--- src/common/lstm_macros.svh ---
// widths, vector length and fraction bits of the lstm cell
`ifndef LSTM_MACROS_SVH
`define LSTM_MACROS_SVH

// data word, signed q4.12
`define LSTM_WIDTH 16
`define LSTM_FRAC 12

// samples per sequence step
`define LSTM_NUM_IN 4

// full-scale products and sums
`define LSTM_ACC_WIDTH 32

// sample weights, recurrent weight and bias per row
`define LSTM_ADDR_WIDTH ($clog2(`LSTM_NUM_IN + 2))

`endif

--- src/common/lstm_pkg.sv ---
// gate and sequencer enums, fixed-point types and constants, hard tanh
`include "lstm_macros.svh"

package lstm_pkg;

	////////////////////
	// enums
	////////////////////

	// weight row select
	typedef enum logic [1:0]
	{
		GATE_A,
		GATE_I,
		GATE_F,
		GATE_O
	} gate_e;

	// weight bank sequencer
	typedef enum logic [1:0]
	{
		SEQ_IDLE,
		SEQ_SAMPLES,
		SEQ_RECUR
	} seq_state_e;

	////////////////////
	// fixed point
	////////////////////

	typedef logic signed [`LSTM_WIDTH-1:0] fix_t;
	typedef logic signed [`LSTM_ACC_WIDTH-1:0] acc_t;

	localparam fix_t ONE_FIX = 16'sd4096;
	localparam fix_t HALF_FIX = 16'sd2048;

	// clamp to +-1.0, input already in q4.12 scale
	function automatic fix_t hard_tanh(input acc_t v);
		if (v > acc_t'(ONE_FIX))
			return ONE_FIX;
		else if (v < -acc_t'(ONE_FIX))
			return -ONE_FIX;
		else
			return fix_t'(v);
	endfunction

endpackage

--- src/lstm_core/gate_activation.sv ---
// registered hard tanh and hard sigmoid gate activations
`timescale 1ns/10ps
`include "lstm_macros.svh"

module gate_activation
	import lstm_pkg::*;
	(
	input  logic i_clk,
	input  logic i_rst,
	input  logic i_sums_valid,
	input  acc_t i_sum_a,
	input  acc_t i_sum_i,
	input  acc_t i_sum_f,
	input  acc_t i_sum_o,
	output logic o_act_valid,
	output fix_t o_a,
	output fix_t o_i,
	output fix_t o_f,
	output fix_t o_o
	);

	// x/4 + 0.5, clamped to 0..1
	function automatic fix_t hard_sigmoid(input acc_t sum);
		acc_t t;
		t = (sum >>> 2) + acc_t'(HALF_FIX);
		if (t > acc_t'(ONE_FIX))
			return ONE_FIX;
		else if (t < 0)
			return '0;
		else
			return fix_t'(t);
	endfunction

	////////////////////
	// output registers
	////////////////////

	always_ff @(posedge i_clk)
	begin
		if (i_sums_valid)
		begin
			o_a <= hard_tanh(i_sum_a);
			o_i <= hard_sigmoid(i_sum_i);
			o_f <= hard_sigmoid(i_sum_f);
			o_o <= hard_sigmoid(i_sum_o);
		end
	end

	// strobe follows the data
	always_ff @(posedge i_clk)
	begin
		if (i_rst)
			o_act_valid <= 1'b0;
		else
			o_act_valid <= i_sums_valid;
	end

endmodule

--- config.mk ---
export PLATFORM = sky130hd
export DESIGN_NAME = gate_activation
export DESIGN_NICKNAME = d
export VERILOG_FILES = /design/src/common/lstm_pkg.sv /design/src/lstm_core/gate_activation.sv
export VERILOG_INCLUDE_DIRS = /design/src /design/src/common
export SDC_FILE = /design/constraint.sdc
export NUM_CORES = 1
export LEC_CHECK = 0
export BUFFER_PORTS_ARGS = -buffer_cell sky130_fd_sc_hd__buf_4
export CORE_MARGIN = 5
export CORE_UTILIZATION = 46
export CTS_CLUSTER_DIAMETER = 150
export CTS_CLUSTER_SIZE = 10
export DETAILED_ROUTE_END_ITERATION = 8
export MAX_ROUTING_LAYER = met4
export PLACE_DENSITY = 0.9
export SLEW_MARGIN = 20
export SYNTH_ARGS = -nofsm -noshare
export SYNTH_HDL_FRONTEND = slang
export SYNTH_SLANG_ARGS = --single-unit
--- constraint.sdc ---
create_clock -name i_clk -period 2.46 [get_ports i_clk]
set_input_delay 0.123 -clock i_clk [delete_from_list [all_inputs] [get_ports i_clk]]
set_output_delay 0.123 -clock i_clk [all_outputs]
set_load 0.01 [all_outputs]
# Word level (Yosys, flattened, before mapping)

Index checks and enable logic that the tools add are counted.

Reductions and logical operators: 4
Add/subtract/negate cells: 3
Magnitude comparators: 8
Multiplexer cells: 4

Operators with widths:

| kind                                                             | number |
|---|---|
| adder 30 x 13 -> 31 bit (second input constant)                  | 3 |
| greater-than comparator 31 x 14 -> 1 bit (second input constant) | 3 |
| < comparator 31 x 1 -> 1 bit (second input constant)             | 3 |
| two-way mux 13 bit                                               | 3 |
| greater-than comparator 32 x 14 -> 1 bit (second input constant) | 1 |
| < comparator 32 x 13 -> 1 bit (second input constant)            | 1 |
| two-way mux 16 bit                                               | 1 |
| OR reduction 2 bit                                               | 4 |

Register bits after elaboration: 65
Word-level logic and storage cells: 28
Input port bits: 131
Output and inout bits: 65

# Logic depth before layout (Yosys ltp)

Gate-level depths: netlist of the first run.

Word-level depth: 3
Depth in mapped cells: 8
Mapped depth without buffers: 7

# Worst setup path before layout of the first run

No wires, ideal clock.

Path type: input -> register
Start: in i_sum_i[17]
End: reg o_i[7], data pin
Stages: 7
Arrival time: 1,994 ps
Library setup time: 270 ps
Buffers on the path: 1
Path slack: 196 ps
Data required time: 2,190 ps
Cell sequence: nand3_1 > nor4_1 > and3_1 > mux2_2 > a41oi_1 > clkbuf_1 > nor4b_1

Word-level cells in the longest chain between the ends: 3
Elaborated cells between the ends (all ways): 4
Classes of those cells: add/sub (1); order compare (2); reduce/logical (1)

RTL lines:

| item                                                                                     | RTL line                                     | RTL |
|---|---|---|
| start, declared                                                                          | gate_activation.sv:12                        | `input acc_t i_sum_i,` |
| adder 30 x 13 -> 31 bit (*)                                                              | gate_activation.sv:25                        | `t = (sum >>> 2) + acc_t'(HALF_FIX);` |
| greater-than comparator 31 x 14 -> 1 bit or < comparator 31 x 1 -> 1 bit (tied branches) | gate_activation.sv:26, gate_activation.sv:28 |  |
| OR reduction 2 bit (no source line) (*)                                                  | --                                           |  |
| end signal, assigned                                                                     | gate_activation.sv:43                        | `o_i <= hard_sigmoid(i_sum_i);` |
| end, declared                                                                            | gate_activation.sv:17                        | `output fix_t o_i,` |

Mark *: on every way between the ends. The rest lies on a longest branch, timed or not.
A chain may end at the register's enable or synchronous reset.

# Final worst setup path of the first run

Start: in i_sum_o[13]
End: reg o_o[7], data pin

Word-level cells in the longest chain between the ends: 3
Elaborated cells between the ends (all ways): 4
Classes of those cells: add/sub (1); order compare (2); reduce/logical (1)

RTL lines:

| item                                                                                     | RTL line                                     | RTL |
|---|---|---|
| start, declared                                                                          | gate_activation.sv:14                        | `input acc_t i_sum_o,` |
| adder 30 x 13 -> 31 bit (*)                                                              | gate_activation.sv:25                        |  |
| greater-than comparator 31 x 14 -> 1 bit or < comparator 31 x 1 -> 1 bit (tied branches) | gate_activation.sv:26, gate_activation.sv:28 |  |
| OR reduction 2 bit (no source line) (*)                                                  | --                                           |  |
| end signal, assigned                                                                     | gate_activation.sv:45                        | `o_o <= hard_sigmoid(i_sum_o);` |
| end, declared                                                                            | gate_activation.sv:19                        | `output fix_t o_o` |

Marked as above.

==> metrics.txt, run 1 <==
DRC 0; Clk pin slew, worst setup/hold paths 70 ps; area share of and/or/nand/nor cells after synthesis 0.343; critical path depth 9; Starting Density 0.476; die area 0.00993 mm2; Tmin final 2060 ps; vias in the first global route 3643; Slew HR 0.480; largest cells by area after synthesis edfxtp_1, nor4_1, nand2_1; Post-synth ARST share 0; core outline area 0.00777 mm2; Synth cell types 57; initial antenna violation count 0; Root Driver clkbuf_8; H-tree levels 3; FF/Latch Area 0.00194 mm2; Final GP Congestion 0.921; CP delay by family, top simple AND/OR/NAND/NOR gates; GRT Residual Overflow 0; post-synthesis mux area share 0.0173; DRT iter0 DRCs 167; # hold bufs at CTS 1; via count 3758; Yosys warning count 0; adder-cell share of the synthesized area 0.0102; Final WS setup 404 ps; post-synth top area cell edfxtp_1; Vias/cell 5.65; DR pass1 iterations 4; num rows 32; Die Ht 99.7 um; EDFF count, synth 64; Worst Setup End Kind flop; total length of routed wires 11.1 mm; post-route ant nets 0; worst path bufs/invs 2; IO Count 196; Setup TNS 0 ps; Die X 99.7 um; Critical Path RT 2560 ps; Lkg Pwr 2.16 nW; Placed Cells 648; crit-path max FO 6; maxcap violations 0; wire length of the first global-routing pass 17.2 mm; Setup Slack @ Placement 94.1 ps; top cell type's share of synthesized area 0.520; I/O Buffers 189; area grow syn2layout 49.2%; worst stage delay on the critical path 460 ps; PD cells 482 mW/mm2; share of cells above drive strength 1 0.414; Crit-path slowest cell nor4_1; Hold Path Class input port to flop; # resized after CTS 0; Hold Path Depth 1; Hold Startpoint i_sum_a[31]; CTS Buf Count 9; ys flop type edfxtp_1; Achievable Freq 486 MHz; final HPWL from detailed placement 8.85 mm; WL/cell 16.7 um; post-route insts no fill 665; status complete, no violations; unrepaired setup endpoints after global routing false; Setup CP Type input port to flop; nets 692; syn avg cell area 10.6 um2; IR drop worst, VDD 290 uV; hold endpoint o_a[15]$_SDFFCE_PP0P_; Hold Slack 24.6 ps; CTS tree done; area of the multi-input gates 0.00170 mm2; Post-synth top cells edfxtp_1, nor4_1, nand2_1; Fin. Hold Viols 0; Least-Margin Pin Slew 780 ps; #FFs+latches synth 65; largest net degree at the start of global routing 66; largest family of logic cells by synthesized area simple AND/OR/NAND/NOR gates; Post-Synth XOR/XNOR Area 0.00474; worst-path cell chain buf_4 -> ha_1 -> nand4_1 -> nor4_1 -> nand4_1 -> nand2_1 -> nand3_1 -> buf_4 -> nor4_1; Clock Sinks 65; diode count 0; count leader, synth edfxtp_1; Critical Path AT 2150 ps; sequential area share after synthesis 0.525; Post-Synthesis Cells 349; Post-CTS Setup Inserts 0; Final Max Slew Viols 0; compound-gate portion of the synthesized area 0.0758; Critical Path Source Type input port; fill count 570; Max clock buf depth 2; total track usage 0.222; final period utilization 0.836; cell area after synthesis 0.00370 mm2; setup violators final 0
==> state kept, by name (all words and copies together) (netlist names) <==
| register | cells |
|---|---|
| o_o | 16 |
| o_act_valid | 1 |
| o_f | 16 |
| o_a | 16 |
| o_i | 16 |
==> logic make-up (layout without fill, tap and decap cells) <==
| logic type | after synthesis | count (layout) |
|---|---|---|
| DFF | 65 | 65 |
| adders and majority gates | 3 | 3 |
| AOI/OAI and AO/OA | 39 | 39 |
| xor gates and xnor gates | 2 | 2 |
| other | 1 | 9 |
| muxes | 6 | 6 |
| buffers and inverters | 19 | 225 |
| and+or+nand+nor | 214 | 214 |
==> how the worst max path moves through the flow <==
stage | end | start | slack, ps
2_1_floorplan | o_i[7]$_SDFFCE_PP0P_ | i_sum_i[17] | 200
3_3_place_gp | o_f[12]$_SDFFCE_PN1P_ | i_sum_f[13] | 130
3_5_place_dp | o_f[12]$_SDFFCE_PN1P_ | i_sum_f[13] | 90
4_1_cts | o_f[1]$_SDFFCE_PP0P_ | i_sum_f[13] | 430
5_1_grt | o_i[11]$_SDFFCE_PP0P_ | i_sum_i[14] | 260
6_report | o_o[7]$_SDFFCE_PP0P_ | i_sum_o[13] | 400
==> report_power, final <==
group / switching, mW / internal [mW]
clock: 0.390 / 0.465
combinational: 0.241 / 0.262
sequential: 0.0204 / 1.28
==> layer usage <==
metal  global-route usage  share of wire  vias up
met5                    -              0        -
li1                     -              -     1820
met1                0.253           0.37     1734
met4                0.102          0.030        0
met2                0.385           0.52      176
met3               0.0323          0.077       28
==> metrics by stage <==
step                power (mW)  cell area [um2]  utilization
floorplan                 1.47             3730            -
global placement          1.81             5310        0.684
detailed placement        1.82             5310        0.684
CTS                       2.67             5520        0.710
global route              2.77             5520        0.710
finish                    2.66             5520        0.710
==> cell usage in the layout (no fill, tap or decap), types with 7 or more instances in the layout <==
| cell type | count |
|---|---|
| conb_1 | 9 |
| and3_1 | 7 |
| buf_4 | 202 |
| nor2_1 | 16 |
| nand3_1 | 23 |
| nand4_1 | 16 |
| clkbuf_8 | 9 |
| and2_1 | 14 |
| edfxtp_1 | 64 |
| nor4_1 | 42 |
| nand2_1 | 35 |
| o21ai_0 | 7 |
| a21oi_1 | 8 |
| nor3_1 | 18 |
==> layout make-up <==
type,instances,area share
Clock inverter,7,0.0129
Tap cell,102,0.0231
Clock buffer,9,0.0225
Sequential cell,65,0.352
Timing Repair Buffer,203,0.277
Multi-Input combinational cell,273,0.309
Inverter,6,0.00408
(Power assumes the default switching activity.)
==> run 2, diff against run 1 <==
- ABC_AREA: not set -> 1
- CORE_UTILIZATION: 46 -> 48
- PLACE_DENSITY: 0.9 -> 0.89
- clock period: 2.46 -> 1.9 ns (I/O delays scaled with it)
==> metrics.txt, run 2 <==
Most Frequent Cell on Critical Path nor2_1; post-route ant nets 0 (unchanged); Die X 106 um (+5.9%); Seq pwr share 0.460 (-0.029); total track usage 0.222 (about the same); ys flop type edfxtp_1; crit-path max FO 12 (+6); Post-synth ARST share 0 (unchanged); Net Switching 0.898 mW (+38%); GRT Residual Overflow 0 (unchanged); largest net degree at the start of global routing 39 (-41%); IR drop worst, VDD 302 uV (+3.9%); diode count 0 (unchanged); die area 0.0111 mm2 (+12%); setup violators final 0 (unchanged); switching share of power 0.244 (-0.000592); Slew HR 0.666 (+0.186); worst stage delay on the critical path 240 ps (-220 ps); Achievable Freq 605 MHz; Lkg Pwr 2.99 nW (+38%); post-synth top area cell edfxtp_1; Post-Synthesis Cells 595 (+70%); Hold Slack 70.1 ps (+45.5 ps); Setup Slack @ Placement -159 ps (-253 ps); Vias/cell 4.93 (-13%); Final WS setup 248 ps (-156 ps); EDFF count, synth 64 (unchanged); DRC 0 (unchanged); DR pass1 iterations 4 (unchanged); largest cells by area after synthesis edfxtp_1, nand2_1, nor2_1; CTS Buf Count 9 (unchanged); Max clock buf depth 2 (unchanged); Setup CP Type input port to flop; final HPWL from detailed placement 10.4 mm (+17%); share of cells above drive strength 1 0.292 (-0.121); syn avg cell area 7.36 um2 (-31%); CP delay by family, top simple AND/OR/NAND/NOR gates; Placed Cells 904 (+40%); IO Count 196 (unchanged); Fin. Hold Viols 0 (unchanged); worst path bufs/invs 2 (unchanged); Finished Cell Area 0.00627 mm2 (+14%); Worst Setup End Kind flop; wire length of the first global-routing pass 19.8 mm (+15%); Post-CTS Setup Inserts 0 (unchanged); nets 943 (+36%); Crit-path slowest cell a21boi_0; CTS tree done; internal power 2.77 mW (+38%); Starting Density 0.497 (+0.0213); most frequent cells in the layout buf_4, nand2_1, nor2_1; status complete, no violations; num rows 34 (+6.3%); WL/cell 13.3 um (-20%); Tmin final 1650 ps; Logic pwr share 0.205 (+0.016); Die Ht 106 um (+5.9%); total length of routed wires 12.3 mm (+11%); Hold Path Class input port to flop; DRT iter0 DRCs 190 (+14%); Yosys warning count 0 (unchanged); #FFs+latches synth 65 (unchanged); initial antenna violation count 0 (unchanged); Clock Sinks 65 (unchanged); Critical Path AT 1820 ps (-330 ps); Clock Power Share 0.335 (+0.013); final period utilization 0.869; Final GP Congestion 0.925 (+0.41%); Root Driver clkbuf_8; via count 4548 (+21%); Critical Path Source Type input port; unrepaired setup endpoints after global routing false; Final Max Slew Viols 0 (unchanged); maxcap violations 0 (unchanged); core outline area 0.00881 mm2 (+13%); I/O Buffers 189 (unchanged); vias in the first global route 4479 (+23%); count leader, synth nand2_1; post-route insts no fill 922 (+39%); Setup TNS 0 ps (unchanged); top cell type's share of synthesized area 0.439 (-0.0809); Least-Margin Pin Slew 498 ps (-282 ps); H-tree levels 3 (unchanged); sequential area share after synthesis 0.443 (-0.0818); area grow syn2layout 43.1%; worst-path cell chain buf_4 -> ha_1 -> nand3_2 -> nor2_4 -> nand2_1 -> nor2_1 -> xor2_1 -> nor2_1 -> inv_1 -> nor2_2 -> nand2_2 -> a21boi_0; cell area after synthesis 0.00438 mm2 (+18%); Post-synth top cells nand2_1, nor2_1, inv_1; Synth cell types 36 (-37%); Placement Cell Area 0.00602 mm2 (+13%); PD cells 586 mW/mm2 (+22%); commonest non-fill, non-tap cell in the layout buf_4; Critical Path RT 2060 ps (-500 ps); Final Total Pwr 3.67 mW (+38%); Clk pin slew, worst setup/hold paths 70 ps (about the same); final core utilization 0.712 (+0.00150)
==> run 2: cell type report <==
type	count	area, um2
flip-flops and latches	65	1940
multi-input cells	431	2050
well taps	108	135
clock inverters	5	80.1
inverters	99	372
clock buffers	11	131
fillers	688	2540
repair buffers	203	1550
==> run 2: layer usage <==
layer / GRT usage / vias to the layer above / share of wire
met2: 0.393 / 147 / 0.51
met5: - / - / 0
met4: 0.0934 / 0 / 0.030
met1: 0.250 / 2022 / 0.39
met3: 0.0336 / 32 / 0.065
li1: - / 2347 / -
==> run 2: power by group through the flow <==
stage,Combinational [mW],Clock [mW],Sequential (mW)
6_report,0.751,1.23,1.69
5_1_grt,0.825,1.33,1.70
4_1_cts,0.752,1.26,1.69
3_5_place_dp,0.746,0,1.72
3_3_place_gp,0.730,0,1.72
2_1_floorplan,0.216,0,1.77
==> run 2: final timing paths <==
check | from | endpoint | cells after the start
worst max-delay path | i_sum_f[13] | o_f[1]$_SDFFCE_PP0P_ | 12
worst min-delay path | i_sum_i[2] | o_i[0]$_SDFFCE_PP0P_ | 3
==> run 2: cells by family after synthesis <==
group,synth area share
AND/OR/NAND/NOR,0.366
buffers and inverters,0.0971
flip-flops,0.443
AO/OA/AOI/OAI,0.0497
XOR/XNOR,0.0340
adder cells (fa/ha/maj),0.00857
other,0.000856
==> run 2: what timing repair did <==
action	4_1_cts	5_1_grt
hold endpoints to repair	4	0
hold buffers	2	0
setup endpoints to repair	0	13
gates resized for setup	0	3
==> run 3, diff against run 2 <==
- CORE_ASPECT_RATIO: not set -> 1.2
==> metrics.txt, run 3 (synthesized netlist as in run 2, its figures left out) <==
die area 0.0111 mm2 (about the same); via count 4684 (+3.0%); post-route ant nets 0 (unchanged); vias in the first global route 4641 (+3.6%); DR pass1 iterations 5 (+1); worst-path cell chain dlygate4sd3_1 -> buf_4 -> nor2_1 -> nand4_1 -> nand3b_1 -> nand2_1 -> o2bb2ai_2 -> nor2_1; fill count 755 (+9.7%); Max clock buf depth 2 (unchanged); Lkg Pwr 2.98 nW (-0.10%); core outline area 0.00899 mm2 (+2.0%); Critical Path AT 1700 ps (-120 ps); Die X 97.2 um (-7.9%); CTS Buf Count 9 (unchanged); Net Switching 0.902 mW (+0.44%); most frequent cells in the layout buf_4, nand2_1, nor2_1; DRC 0 (unchanged); final core utilization 0.697 (-0.0144); Root Driver clkbuf_8; Vias/cell 5.01 (+1.7%); largest net degree at the start of global routing 41 (+5.1%); DRT iter0 DRCs 229 (+21%); total length of routed wires 12.9 mm (+5.2%); Most Frequent Cell on Critical Path nor2_1; Hold Path Depth 3 (unchanged); WL/cell 13.8 um (+3.8%); Worst Setup End Kind flop; Hold Path Class input port to flop; Least-Margin Pin Slew 522 ps (+24.4 ps); switching share of power 0.256 (+0.0118); final HPWL from detailed placement 10.7 mm (+2.9%); initial antenna violation count 0 (unchanged); wire length of the first global-routing pass 20.8 mm (+5.0%); PD cells 561 mW/mm2 (-4.2%); CTS tree done; Clock Sinks 65 (unchanged); H-tree levels 3 (unchanged); Crit-path slowest cell dlygate4sd3_1; Critical Path Source Type input port; worst stage delay on the critical path 550 ps (+310 ps); setup violators final 0 (unchanged); I/O Buffers 189 (unchanged); total track usage 0.238 (+0.0159); Logic pwr share 0.216 (+0.011); IO Count 196 (unchanged); Final GP Congestion 0.940 (+1.6%); Setup TNS 0 ps (unchanged); Clock Power Share 0.303 (-0.032); diode count 0 (unchanged); Seq pwr share 0.481 (+0.021); GRT Residual Overflow 0 (unchanged); Die Ht 115 um (+8.6%); Achievable Freq 612 MHz (+1.1%); Critical Path RT 1970 ps (-90 ps); Tmin final 1630 ps (-18.3 ps); maxcap violations 0 (unchanged); num rows 38 (+12%); Starting Density 0.487 (-0.00997); share of cells above drive strength 1 0.292 (unchanged); Clk pin slew, worst setup/hold paths 70 ps (about the same); Slew HR 0.650 (-0.0164); IR drop worst, VDD 310 uV (+2.7%); status complete, no violations; Setup CP Type input port to flop; commonest non-fill, non-tap cell in the layout buf_4; Fin. Hold Viols 0 (unchanged); nets 943 (unchanged); area grow syn2layout 43.1% (about the same); Hold Startpoint i_sum_a[4]; Final Max Slew Viols 0 (unchanged); crit-path max FO 12 (unchanged); unrepaired setup endpoints after global routing false; hold endpoint o_a[4]$_SDFFCE_PP0P_; final period utilization 0.860 (-0.00966); internal power 2.62 mW (-5.7%)
==> run 3: through the flow <==
step / worst slack, ps / area [um2] / power [mW] / hold WS, ps / std cells
after floorplan: 278 / 4410 / 1.98 / 166 / 603
after global placement: -54.2 / 6050 / 2.45 / 278 / 916
after detailed placement: -149 / 6050 / 2.47 / 287 / 916
after CTS: 58.1 / 6260 / 3.55 / 43.3 / 934
after global routing: 87.5 / 6270 / 3.70 / 58.4 / 934
final: 266 / 6270 / 3.52 / 67.6 / 934
==> run 3: repair_timing <==
action / in CTS / in global routing
endpoints found under the setup margin: 0 / 14
gates resized for setup: 0 / 2
hold endpoints to repair: 4 / 0
buffers inserted: 0 / 0
hold buffers: 2 / 0
==> run 3: worst max path at each step <==
| stage | start | end | slack [ps] | cells past startpoint |
|---|---|---|---|---|
| global placement | i_sum_f[13] | o_f[1]$_SDFFCE_PP0P_ | -50 | 12 |
| CTS | i_sum_a[31] | o_a[1]$_SDFFCE_PP0P_ | 60 | 8 |
| global route | i_sum_f[14] | o_f[1]$_SDFFCE_PP0P_ | 90 | 11 |
| floorplan | i_sum_o[13] | o_o[9]$_SDFFCE_PP0P_ | 280 | 13 |
| detailed placement | i_sum_f[14] | o_f[2]$_SDFFCE_PP0P_ | -150 | 12 |
| finish | i_sum_a[31] | o_a[1]$_SDFFCE_PP0P_ | 270 | 8 |
==> run 3: area by class of cell <==
type / instances / area [um2] / area share
Tap cell: 120 / 150 / 0.0240
Clock inverter: 2 / 12.5 / 0.00200
Clock buffer: 14 / 173 / 0.0276
Multi-Input combinational cell: 431 / 2050 / 0.327
Inverter: 99 / 372 / 0.0593
Timing Repair Buffer: 203 / 1570 / 0.250
Sequential cell: 65 / 1940 / 0.310
==> run 3: power by group through the flow <==
stage	registers, mW	clock network, mW	logic [mW]
detailed placement	1.72	0	0.751
global route	1.70	1.17	0.829
finish	1.69	1.07	0.760
floorplan	1.77	0	0.216
CTS	1.69	1.10	0.758
global placement	1.72	0	0.736
==> run 3: layer usage <==
layer / vias up / track usage / part of all wire
met5: - / - / 0
met4: 0 / 0.109 / 0.030
met3: 34 / 0.0469 / 0.065
met2: 187 / 0.427 / 0.53
met1: 2116 / 0.253 / 0.38
li1: 2347 / - / -
==> run 3: critical path: cells and delay by family <==
| kind | cells | cell delay [ps] |
|---|---|---|
| AO/OA/AOI/OAI | 1 | 450 |
| buffers and inverters | 2 | 710 |
| AND/OR/NAND/NOR | 5 | 450 |
